`config.mk`:
```
export PLATFORM = sky130hd
export DESIGN_NAME = cpu_core
export DESIGN_NICKNAME = d
export VERILOG_FILES = /design/src/common/cpu_pkg.sv /design/src/hw/decode_stage.sv /design/src/hw/execute_stage.sv /design/src/hw/result_stage.sv /design/src/hw/cpu_core.sv
export VERILOG_INCLUDE_DIRS = /design/src /design/src/common
export SDC_FILE = /design/constraint.sdc
export NUM_CORES = 2
export LEC_CHECK = 0
export BUFFER_PORTS_ARGS = -buffer_cell sky130_fd_sc_hd__buf_2
export CAP_MARGIN = 30
export CORE_MARGIN = 5
export CORE_UTILIZATION = 39
export CTS_CLUSTER_DIAMETER = 80
export DETAILED_ROUTE_END_ITERATION = 8
export PLACE_DENSITY_LB_ADDON = 0.2
export SYNTH_ARGS = -nofsm -noshare
export SYNTH_HDL_FRONTEND = slang
export SYNTH_SLANG_ARGS = --single-unit
export TNS_END_PERCENT = 50
```
`constraint.sdc`:
```
create_clock -name clock -period 8.7 [get_ports clock]
set_input_delay 0.87 -clock clock [delete_from_list [all_inputs] [get_ports clock]]
set_output_delay 0.87 -clock clock [all_outputs]
set_load 0.01 [all_outputs]
```
`src/common/cpu_defs.svh`:
```
//////////////////////////////
// Core-wide constants
// Widths, register file size, RV32I opcodes and function codes
//////////////////////////////

`ifndef CPU_DEFS_SVH
`define CPU_DEFS_SVH

// Data path and register file
`define XLEN       32
`define REG_COUNT  32
`define REG_IDX_W  5
`define ZERO_REG   5'd0

// Major opcodes, bits 6:0
`define OPC_OP      7'b0110011
`define OPC_OP_IMM  7'b0010011
`define OPC_LUI     7'b0110111
`define OPC_AUIPC   7'b0010111
`define OPC_SYSTEM  7'b1110011
// Decoded only so it can be rejected
`define OPC_STORE   7'b0100011

// funct3 codes of the integer ALU group
`define F3_ADD   3'b000
`define F3_SLL   3'b001
`define F3_SLT   3'b010
`define F3_SLTU  3'b011
`define F3_XOR   3'b100
`define F3_SR    3'b101
`define F3_OR    3'b110
`define F3_AND   3'b111

// funct7 alternate encoding (SUB, SRA) sits on funct7 bit 5
`define F7_ALT_BIT  5
`define F7_ALT      7'b0100000

// SYSTEM immediates that halt the core
`define SYS_ECALL   12'h000
`define SYS_EBREAK  12'h001
`define SYS_WFI     12'h105

`endif

```
`src/common/cpu_pkg.sv`:
```
//////////////////////////////
// Core types
// Instruction word views and ALU operation codes
//////////////////////////////

`include "cpu_defs.svh"

package cpu_pkg;

    // Register-register format
    typedef struct packed {
        logic [6:0]            funct7;
        logic [`REG_IDX_W-1:0] rs2;
        logic [`REG_IDX_W-1:0] rs1;
        logic [2:0]            funct3;
        logic [`REG_IDX_W-1:0] rd;
        logic [6:0]            opcode;
    } r_type_t;

    // Register-immediate format, also SYSTEM
    typedef struct packed {
        logic [11:0]           imm;
        logic [`REG_IDX_W-1:0] rs1;
        logic [2:0]            funct3;
        logic [`REG_IDX_W-1:0] rd;
        logic [6:0]            opcode;
    } i_type_t;

    // Store format with split immediate
    typedef struct packed {
        logic [6:0]            imm_hi;
        logic [`REG_IDX_W-1:0] rs2;
        logic [`REG_IDX_W-1:0] rs1;
        logic [2:0]            funct3;
        logic [4:0]            imm_lo;
        logic [6:0]            opcode;
    } s_type_t;

    // Upper-immediate format
    typedef struct packed {
        logic [19:0]           imm;
        logic [`REG_IDX_W-1:0] rd;
        logic [6:0]            opcode;
    } u_type_t;

    // One 32-bit word, four readings
    typedef union packed {
        r_type_t r;
        i_type_t i;
        s_type_t s;
        u_type_t u;
    } inst_word_t;

    typedef enum logic [3:0] {
        ALU_ADD,
        ALU_SUB,
        ALU_SLL,
        ALU_SLT,
        ALU_SLTU,
        ALU_XOR,
        ALU_SRL,
        ALU_SRA,
        ALU_OR,
        ALU_AND,
        ALU_PASS_B,
        ALU_ADD_PC
    } alu_op_t;

endpackage

```
`src/hw/decode_stage.sv`:
```
//////////////////////////////
// Decode stage
// Takes one offered instruction, decodes fields, immediate,
// ALU operation, legality and halt into the decode register
//////////////////////////////

`timescale 1ns/1ps

`include "cpu_defs.svh"

module decode_stage import cpu_pkg::*; (
    input  logic                  clock,
    input  logic                  rst_n,
    input  logic                  ff_valid,
    input  inst_word_t            ff_instr,
    input  logic [`XLEN-1:0]      ff_pc,
    input  logic                  pipe_advance,
    output logic                  ff_consumed,
    output logic                  dec_valid,
    output alu_op_t               dec_alu_op,
    output logic [`REG_IDX_W-1:0] dec_rs1,
    output logic [`REG_IDX_W-1:0] dec_rs2,
    output logic [`REG_IDX_W-1:0] dec_rd,
    output logic                  dec_writes_rd,
    output logic                  dec_opb_imm,
    output logic [`XLEN-1:0]      dec_imm,
    output logic [`XLEN-1:0]      dec_pc,
    output logic                  dec_halt,
    output logic                  dec_illegal
);

    logic [6:0]       opcode;
    alu_op_t          alu_op;
    logic             opb_imm;
    logic [`XLEN-1:0] imm;
    logic             has_dest;
    logic             legal;
    logic             halt;
    logic             take;

    // funct3 plus alternate bit to ALU operation
    function automatic alu_op_t alu_from_f3(input logic [2:0] funct3, input logic alt);
        alu_op_t op;
        case (funct3)
            `F3_ADD:  op = alt ? ALU_SUB : ALU_ADD;
            `F3_SLL:  op = ALU_SLL;
            `F3_SLT:  op = ALU_SLT;
            `F3_SLTU: op = ALU_SLTU;
            `F3_XOR:  op = ALU_XOR;
            `F3_SR:   op = alt ? ALU_SRA : ALU_SRL;
            `F3_OR:   op = ALU_OR;
            default:  op = ALU_AND;
        endcase
        return op;
    endfunction

    //////////////////////////////
    // Field decode
    //////////////////////////////

    // Opcode sits in the same bits for every view
    assign opcode = ff_instr.r.opcode;

    always_comb begin
        alu_op   = ALU_ADD;
        opb_imm  = 1'b0;
        imm      = '0;
        has_dest = 1'b0;
        legal    = 1'b0;
        halt     = 1'b0;
        case (opcode)
            `OPC_OP: begin
                has_dest = 1'b1;
                alu_op   = alu_from_f3(ff_instr.r.funct3, ff_instr.r.funct7[`F7_ALT_BIT]);
                // Alternate funct7 only for SUB and SRA
                legal    = (ff_instr.r.funct7 == 7'd0) ||
                           (ff_instr.r.funct7 == `F7_ALT &&
                            (ff_instr.r.funct3 == `F3_ADD || ff_instr.r.funct3 == `F3_SR));
            end
            `OPC_OP_IMM: begin
                has_dest = 1'b1;
                opb_imm  = 1'b1;
                imm      = {{(`XLEN - 12){ff_instr.i.imm[11]}}, ff_instr.i.imm};
                // ADDI has no alternate form, imm[11:5] is plain immediate there
                alu_op   = alu_from_f3(ff_instr.i.funct3,
                                       ff_instr.i.funct3 == `F3_SR &&
                                       ff_instr.i.imm[11:5] == `F7_ALT);
                if (ff_instr.i.funct3 == `F3_SLL) begin
                    legal = (ff_instr.i.imm[11:5] == 7'd0);
                end else if (ff_instr.i.funct3 == `F3_SR) begin
                    legal = (ff_instr.i.imm[11:5] == 7'd0) ||
                            (ff_instr.i.imm[11:5] == `F7_ALT);
                end else begin
                    legal = 1'b1;
                end
            end
            `OPC_LUI, `OPC_AUIPC: begin
                has_dest = 1'b1;
                opb_imm  = 1'b1;
                legal    = 1'b1;
                imm      = {ff_instr.u.imm, 12'd0};
                alu_op   = (opcode == `OPC_LUI) ? ALU_PASS_B : ALU_ADD_PC;
            end
            `OPC_SYSTEM: begin
                // ECALL, EBREAK, WFI only; CSR forms are rejected
                halt  = (ff_instr.i.funct3 == 3'd0) &&
                        (ff_instr.i.rs1 == `ZERO_REG) && (ff_instr.i.rd == `ZERO_REG) &&
                        (ff_instr.i.imm == `SYS_ECALL || ff_instr.i.imm == `SYS_EBREAK ||
                         ff_instr.i.imm == `SYS_WFI);
                legal = halt;
            end
            default: begin
                // Loads, stores and every other opcode are rejected
                legal = 1'b0;
            end
        endcase
    end

    //////////////////////////////
    // Intake and decode register
    //////////////////////////////

    // Accept when the slot is free or moves on this cycle
    assign ff_consumed = ff_valid && (!dec_valid || pipe_advance);
    assign take        = ff_consumed;

    always_ff @(posedge clock) begin
        if (!rst_n) begin
            dec_valid <= 1'b0;
        end else if (take) begin
            dec_valid <= 1'b1;
        end else if (pipe_advance) begin
            dec_valid <= 1'b0;
        end
    end

    // Payload, loaded only on intake
    always_ff @(posedge clock) begin
        if (take) begin
            dec_alu_op    <= alu_op;
            dec_rs1       <= ff_instr.r.rs1;
            dec_rs2       <= ff_instr.r.rs2;
            dec_rd        <= ff_instr.r.rd;
            dec_writes_rd <= has_dest && legal && (ff_instr.r.rd != `ZERO_REG);
            dec_opb_imm   <= opb_imm;
            dec_imm       <= imm;
            dec_pc        <= ff_pc;
            dec_halt      <= halt;
            dec_illegal   <= !legal;
        end
    end

endmodule

```
`src/hw/execute_stage.sv`:
```
//////////////////////////////
// Execute stage
// Operand select, integer ALU, execute register
//////////////////////////////

`timescale 1ns/1ps

`include "cpu_defs.svh"

module execute_stage import cpu_pkg::*; (
    input  logic                  clock,
    input  logic                  rst_n,
    input  logic                  pipe_advance,
    input  logic                  dec_valid,
    input  alu_op_t               dec_alu_op,
    input  logic [`REG_IDX_W-1:0] dec_rd,
    input  logic                  dec_writes_rd,
    input  logic                  dec_opb_imm,
    input  logic [`XLEN-1:0]      dec_imm,
    input  logic [`XLEN-1:0]      dec_pc,
    input  logic                  dec_halt,
    input  logic                  dec_illegal,
    input  logic [`XLEN-1:0]      rs1_data,
    input  logic [`XLEN-1:0]      rs2_data,
    output logic                  ex_valid,
    output logic [`REG_IDX_W-1:0] ex_rd,
    output logic                  ex_writes_rd,
    output logic [`XLEN-1:0]      ex_data,
    output logic [`XLEN-1:0]      ex_npc,
    output logic                  ex_halt,
    output logic                  ex_illegal
);

    logic [`XLEN-1:0] opa;
    logic [`XLEN-1:0] opb;
    logic [4:0]       shamt;
    logic [`XLEN-1:0] result;

    // AUIPC adds to the PC, everything else to rs1
    assign opa   = (dec_alu_op == ALU_ADD_PC) ? dec_pc : rs1_data;
    assign opb   = dec_opb_imm ? dec_imm : rs2_data;
    assign shamt = opb[4:0];

    always_comb begin
        case (dec_alu_op)
            ALU_ADD, ALU_ADD_PC: result = opa + opb;
            ALU_SUB:    result = opa - opb;
            ALU_SLL:    result = opa << shamt;
            ALU_SLT:    result = {{(`XLEN - 1){1'b0}}, $signed(opa) < $signed(opb)};
            ALU_SLTU:   result = {{(`XLEN - 1){1'b0}}, opa < opb};
            ALU_XOR:    result = opa ^ opb;
            ALU_SRL:    result = opa >> shamt;
            ALU_SRA:    result = $signed(opa) >>> shamt;
            ALU_OR:     result = opa | opb;
            ALU_AND:    result = opa & opb;
            // LUI
            default:    result = opb;
        endcase
    end

    //////////////////////////////
    // Execute register
    //////////////////////////////

    always_ff @(posedge clock) begin
        if (!rst_n) begin
            ex_valid <= 1'b0;
        end else if (pipe_advance) begin
            ex_valid <= dec_valid;
        end
    end

    always_ff @(posedge clock) begin
        if (pipe_advance) begin
            ex_rd        <= dec_rd;
            ex_writes_rd <= dec_writes_rd;
            ex_data      <= result;
            ex_npc       <= dec_pc + `XLEN'd4;
            ex_halt      <= dec_halt;
            ex_illegal   <= dec_illegal;
        end
    end

endmodule

```
`src/hw/result_stage.sv`:
```
//////////////////////////////
// Result stage
// Register file, bypassed operand reads, commit register
// and commit handshake
//////////////////////////////

`timescale 1ns/1ps

`include "cpu_defs.svh"

module result_stage (
    input  logic                  clock,
    input  logic                  rst_n,
    input  logic                  ex_valid,
    input  logic [`REG_IDX_W-1:0] ex_rd,
    input  logic                  ex_writes_rd,
    input  logic [`XLEN-1:0]      ex_data,
    input  logic [`XLEN-1:0]      ex_npc,
    input  logic                  ex_halt,
    input  logic                  ex_illegal,
    input  logic [`REG_IDX_W-1:0] dec_rs1,
    input  logic [`REG_IDX_W-1:0] dec_rs2,
    input  logic                  commit_ready,
    output logic [`XLEN-1:0]      rs1_data,
    output logic [`XLEN-1:0]      rs2_data,
    output logic                  pipe_advance,
    output logic                  commit_valid,
    output logic [`XLEN-1:0]      commit_npc,
    output logic [`REG_IDX_W-1:0] commit_reg,
    output logic [`XLEN-1:0]      commit_data,
    output logic                  commit_halt,
    output logic                  commit_illegal
);

    logic [`XLEN-1:0] regs [`REG_COUNT];
    logic             commit_writes;
    logic             commit_fire;

    // Newest pending result wins, then the committing one, then the file
    function automatic logic [`XLEN-1:0] read_operand(input logic [`REG_IDX_W-1:0] idx);
        logic [`XLEN-1:0] value;
        if (idx == `ZERO_REG) begin
            value = '0;
        end else if (ex_valid && ex_writes_rd && ex_rd == idx) begin
            value = ex_data;
        end else if (commit_valid && commit_writes && commit_reg == idx) begin
            value = commit_data;
        end else begin
            value = regs[idx];
        end
        return value;
    endfunction

    always_comb begin
        rs1_data = read_operand(dec_rs1);
        rs2_data = read_operand(dec_rs2);
    end

    //////////////////////////////
    // Commit handshake
    //////////////////////////////

    assign commit_fire  = commit_valid && commit_ready;
    // Whole pipe moves only when the commit slot frees up
    assign pipe_advance = !commit_valid || commit_ready;

    always_ff @(posedge clock) begin
        if (!rst_n) begin
            commit_valid <= 1'b0;
        end else if (pipe_advance) begin
            commit_valid <= ex_valid;
        end
    end

    always_ff @(posedge clock) begin
        if (pipe_advance) begin
            commit_npc     <= ex_npc;
            commit_reg     <= ex_rd;
            commit_writes  <= ex_writes_rd;
            // Nothing written, nothing reported
            commit_data    <= ex_writes_rd ? ex_data : '0;
            commit_halt    <= ex_halt;
            commit_illegal <= ex_illegal;
        end
    end

    // Architectural state updates on the commit edge
    always_ff @(posedge clock) begin
        if (!rst_n) begin
            for (int r = 0; r < `REG_COUNT; r++) begin
                regs[r] <= '0;
            end
        end else if (commit_fire && commit_writes) begin
            regs[commit_reg] <= commit_data;
        end
    end

endmodule

```
`src/hw/cpu_core.sv`:
```
//////////////////////////////
// Core top level
// Decode, execute and result stages in order
//////////////////////////////

`timescale 1ns/1ps

`include "cpu_defs.svh"

module cpu_core import cpu_pkg::*; (
    input  logic                  clock,
    input  logic                  rst_n,
    // Instruction intake
    input  logic                  ff_valid,
    input  inst_word_t            ff_instr,
    input  logic [`XLEN-1:0]      ff_pc,
    output logic                  ff_consumed,
    // Commit port
    input  logic                  commit_ready,
    output logic                  commit_valid,
    output logic [`XLEN-1:0]      commit_npc,
    output logic [`REG_IDX_W-1:0] commit_reg,
    output logic [`XLEN-1:0]      commit_data,
    output logic                  commit_halt,
    output logic                  commit_illegal
);

    //////////////////////////////
    // Stage wires
    //////////////////////////////

    logic pipe_advance;

    // Decode register
    logic                  dec_valid;
    alu_op_t               dec_alu_op;
    logic [`REG_IDX_W-1:0] dec_rs1;
    logic [`REG_IDX_W-1:0] dec_rs2;
    logic [`REG_IDX_W-1:0] dec_rd;
    logic                  dec_writes_rd;
    logic                  dec_opb_imm;
    logic [`XLEN-1:0]      dec_imm;
    logic [`XLEN-1:0]      dec_pc;
    logic                  dec_halt;
    logic                  dec_illegal;

    // Bypassed operands
    logic [`XLEN-1:0] rs1_data;
    logic [`XLEN-1:0] rs2_data;

    // Execute register
    logic                  ex_valid;
    logic [`REG_IDX_W-1:0] ex_rd;
    logic                  ex_writes_rd;
    logic [`XLEN-1:0]      ex_data;
    logic [`XLEN-1:0]      ex_npc;
    logic                  ex_halt;
    logic                  ex_illegal;

    decode_stage i_decode_stage (
        .clock         (clock),
        .rst_n         (rst_n),
        .ff_valid      (ff_valid),
        .ff_instr      (ff_instr),
        .ff_pc         (ff_pc),
        .pipe_advance  (pipe_advance),
        .ff_consumed   (ff_consumed),
        .dec_valid     (dec_valid),
        .dec_alu_op    (dec_alu_op),
        .dec_rs1       (dec_rs1),
        .dec_rs2       (dec_rs2),
        .dec_rd        (dec_rd),
        .dec_writes_rd (dec_writes_rd),
        .dec_opb_imm   (dec_opb_imm),
        .dec_imm       (dec_imm),
        .dec_pc        (dec_pc),
        .dec_halt      (dec_halt),
        .dec_illegal   (dec_illegal)
    );

    execute_stage i_execute_stage (
        .clock         (clock),
        .rst_n         (rst_n),
        .pipe_advance  (pipe_advance),
        .dec_valid     (dec_valid),
        .dec_alu_op    (dec_alu_op),
        .dec_rd        (dec_rd),
        .dec_writes_rd (dec_writes_rd),
        .dec_opb_imm   (dec_opb_imm),
        .dec_imm       (dec_imm),
        .dec_pc        (dec_pc),
        .dec_halt      (dec_halt),
        .dec_illegal   (dec_illegal),
        .rs1_data      (rs1_data),
        .rs2_data      (rs2_data),
        .ex_valid      (ex_valid),
        .ex_rd         (ex_rd),
        .ex_writes_rd  (ex_writes_rd),
        .ex_data       (ex_data),
        .ex_npc        (ex_npc),
        .ex_halt       (ex_halt),
        .ex_illegal    (ex_illegal)
    );

    // Read indices come straight from the decode register
    result_stage i_result_stage (
        .clock          (clock),
        .rst_n          (rst_n),
        .ex_valid       (ex_valid),
        .ex_rd          (ex_rd),
        .ex_writes_rd   (ex_writes_rd),
        .ex_data        (ex_data),
        .ex_npc         (ex_npc),
        .ex_halt        (ex_halt),
        .ex_illegal     (ex_illegal),
        .dec_rs1        (dec_rs1),
        .dec_rs2        (dec_rs2),
        .commit_ready   (commit_ready),
        .rs1_data       (rs1_data),
        .rs2_data       (rs2_data),
        .pipe_advance   (pipe_advance),
        .commit_valid   (commit_valid),
        .commit_npc     (commit_npc),
        .commit_reg     (commit_reg),
        .commit_data    (commit_data),
        .commit_halt    (commit_halt),
        .commit_illegal (commit_illegal)
    );

endmodule

```
==> reports/qor.txt <==
Status = complete, no violations
Most frequent cells after synthesis = 1255 x edfxtp_1, 999 x and2_1, 431 x mux4_2, 420 x mux2i_1, 417 x clkbuf_1
Most used DFF post-synth = edfxtp_1
DR vias = 56.4k
Total core area = 190000 µm²
Root buf cell = clkbuf_16
Maximum achievable frequency = 0.129 GHz
Sequential fraction of the synthesis area = 50.8%
Largest reg by FF count = i_result_stage.regs
Antenna violations before repair = 31
Synth Warn # = 0
Fin Hold WS = 0.212 ns
Max_cap viols = 0
Max VDD drop = 0.163 mV
Latest clock arrival within the worst-skew pair = 0.84 ns
Clock transition at the registers of the reported paths = 0.06 ns
Sequential Power Share = 39.9%
CP Capture Point = i_execute_stage.ex_data[9]$_DFFE_PP_
Placer Congestion = 1.06
Die ar. = 200000 µm²
Io pins = 141
Post-Syn Nets = 6165
Unrepaired setup endpoints after global routing = false
# clock sinks = 1268
Port bufs = 140
Largest net degree at the start of global routing = 91
Net Switching = 6.27 mW
Number of synthesized flops with an enable pin = 1255
CTS tree = done
DRC = 0
Leakage Power = 31.0 nW
Synth top area cells = edfxtp_1 50%, mux4_2 13%, and2_1 8.4%, mux2i_1 5.6%, clkbuf_1 2.1%
Cell taking the most area after synthesis = edfxtp_1
Required time of the critical path = 9.23 ns
Post-synth ARST share = 0%
Wirelength per Cell = 38.5 µm
First-pass GRT wire length = 457000 µm
CTS H-tree lvls = 4
Count of final hold-check violations = 0
Setup TNS = 0 ns
Wirelength, routed = 333000 µm
Worst slack, placed = 1.08 ns
Critical path class = register to register
DIE WIDTH = 448 µm
Initial Utilization = 39.2%
DR pass1 iterations = 6
Clock Tree Buf Depth = 3
Vias in the first global route = 54.7k
Reg2Reg Setup Slack = 0.94 ns
Crit path DAT = 8.29 ns
Period utilization = 89.1%
Slew @ Worst Pin = 1.14 ns
Dpl hpwl = 225000 µm
Cells after Synth = 5994
Synth top area share = 50.5%
Clock Skew = 0.0563 ns
Most common cell in the netlist = edfxtp_1
Hold Crit Start = ff_pc[0]
Pint = 12.2 mW
Final setup margin = 0.944 ns
Clock Power Share = 35.1%
Flops & latches, synth = 1268
NumNets Final = 6168
Postcts setup bufs = 0
R2R Path End = i_execute_stage.ex_data[9]$_DFFE_PP_
Mean Syn Cell Area = 12.5 µm²
Sw Share = 34.0%
Overflow left after global routing = 0
Global Route Usage Sum = 32.8%
Iter 0 DRT Violations = 7905
Rows = 160
Final setup fails = 0
Gate power share = 24.9%
Die Ht = 448 µm
Cts repair resizes = 0
TritonCTS buffer count = 154
Post-DR vias/cell = 6.51
Layout cells sized above 1 = 20.5%
Reg2reg path depth = 19
CP endpoint kind = register
Placed cell area = 79200 µm²
Worst hold path class = input port to register
Area Growth Syn to Fin = 12.9%
Worst setup SP type = register
Cell Pwr Density = 219 nW/µm²
Headroom to the max-slew limit = 23.9%
Largest register FFs = 1024
Final ANT Viol Nets = 0
Max Transition Viols Final = 0
Post-Synthesis Cell Area = 74700 µm²
Worst-path fanout max = 38
Min cycle time layout = 7.76 ns
Yosys cell types = 97
Post-CTS Hold Buffers = 0
Final Instance Area = 84300 µm²
## per-layer routing
metal	share of wire (%)	track usage, %
met1	39	42.7
met2	46	51.8
met3	9.8	7.16
met4	5.8	16.3
met5	0	0
## placed cells by master (no fill, tap or decap), drive strengths merged, types with 184 or more instances in the layout
| cell type | instances |
|---|---|
| and2 | 999 |
| o21ai | 202 |
| buf | 438 |
| nor2 | 201 |
| edfxtp | 1255 |
| mux2i | 420 |
| clkbuf | 184 |
| nand2 | 325 |
| a21oi | 200 |
| mux4 | 432 |
## worst min path at each step
| stage | to | slack (ns) | cells past startpoint |
|---|---|---|---|
| floorplan | i_execute_stage.ex_halt$_DFFE_PP_ | 0.40 | 0 |
| global placement | i_execute_stage.ex_halt$_DFFE_PP_ | 0.40 | 0 |
| detailed placement | i_execute_stage.ex_rd[3]$_DFFE_PP_ | 0.40 | 0 |
| CTS | i_decode_stage.dec_pc[0]$_DFFE_PP_ | 0.16 | 1 |
| global route | i_decode_stage.dec_pc[0]$_DFFE_PP_ | 0.18 | 1 |
| finish | i_decode_stage.dec_pc[0]$_DFFE_PP_ | 0.21 | 1 |
## per-stage QoR
step | power, mW | util, % | cells
after floorplan | 9.85 | - | 5994
after global placement | 11.9 | 41.5 | 8342
after detailed placement | 11.9 | 41.6 | 8352
after CTS | 18.4 | 44.2 | 8634
after global routing | 18.9 | 44.2 | 8634
final | 18.4 | 44.3 | 8653
## cell families (layout without fill, tap and decap cells)
logic type / Yosys count / count (layout) / share of synthesized area, %
AOI/OAI and AO/OA: 998 / 998 / 9.13
xor gates and xnor gates: 66 / 66 / 0.774
adders and majority gates: 103 / 103 / 1.75
buffers and inverters: 699 / 828 / 3.85
DFF: 1268 / 1268 / 50.8
muxes: 882 / 882 / 19.1
other: 0 / 19 / 0
and+or+nand+nor: 1978 / 1978 / 14.6
## critical path: stages, from the launching register on
cell	delay, ns
dfxtp_4	0.87
buf_4	0.45
mux4_2	0.54
mux4_2	0.63
mux2i_1	0.20
nand2_1	0.08
o21ai_0	0.10
o21ai_0	0.27
a22oi_1	0.73
inv_1	0.11
ha_1	0.30
or3_1	0.35
o31a_1	0.32
a21oi_1	0.17
o21bai_1	0.10
a221o_1	0.30
a221oi_1	0.89
o21ai_0	0.20
a221oi_1	0.61
a22oi_1	0.14
## layout make-up
cell class	count	area [µm²]
Timing Repair Buffer	438	3270
Multi-Input combinational cell	4027	34400
Fill cell	17400	106000
Clock buffer	184	3990
Tap cell	2511	3140
Antenna cell	19	47.5
Clock inverter	98	988
Inverter	108	415
Sequential cell	1268	38000
## power by group through the flow
stage / clock network [mW] / registers, mW / logic, mW
floorplan: 0 / 7.32 / 2.53
global placement: 0 / 7.50 / 4.43
detailed placement: 0 / 7.48 / 4.45
CTS: 6.56 / 7.36 / 4.47
global route: 6.80 / 7.39 / 4.72
finish: 6.48 / 7.37 / 4.60
No activity file was read; power rests on OpenSTA's default activity.
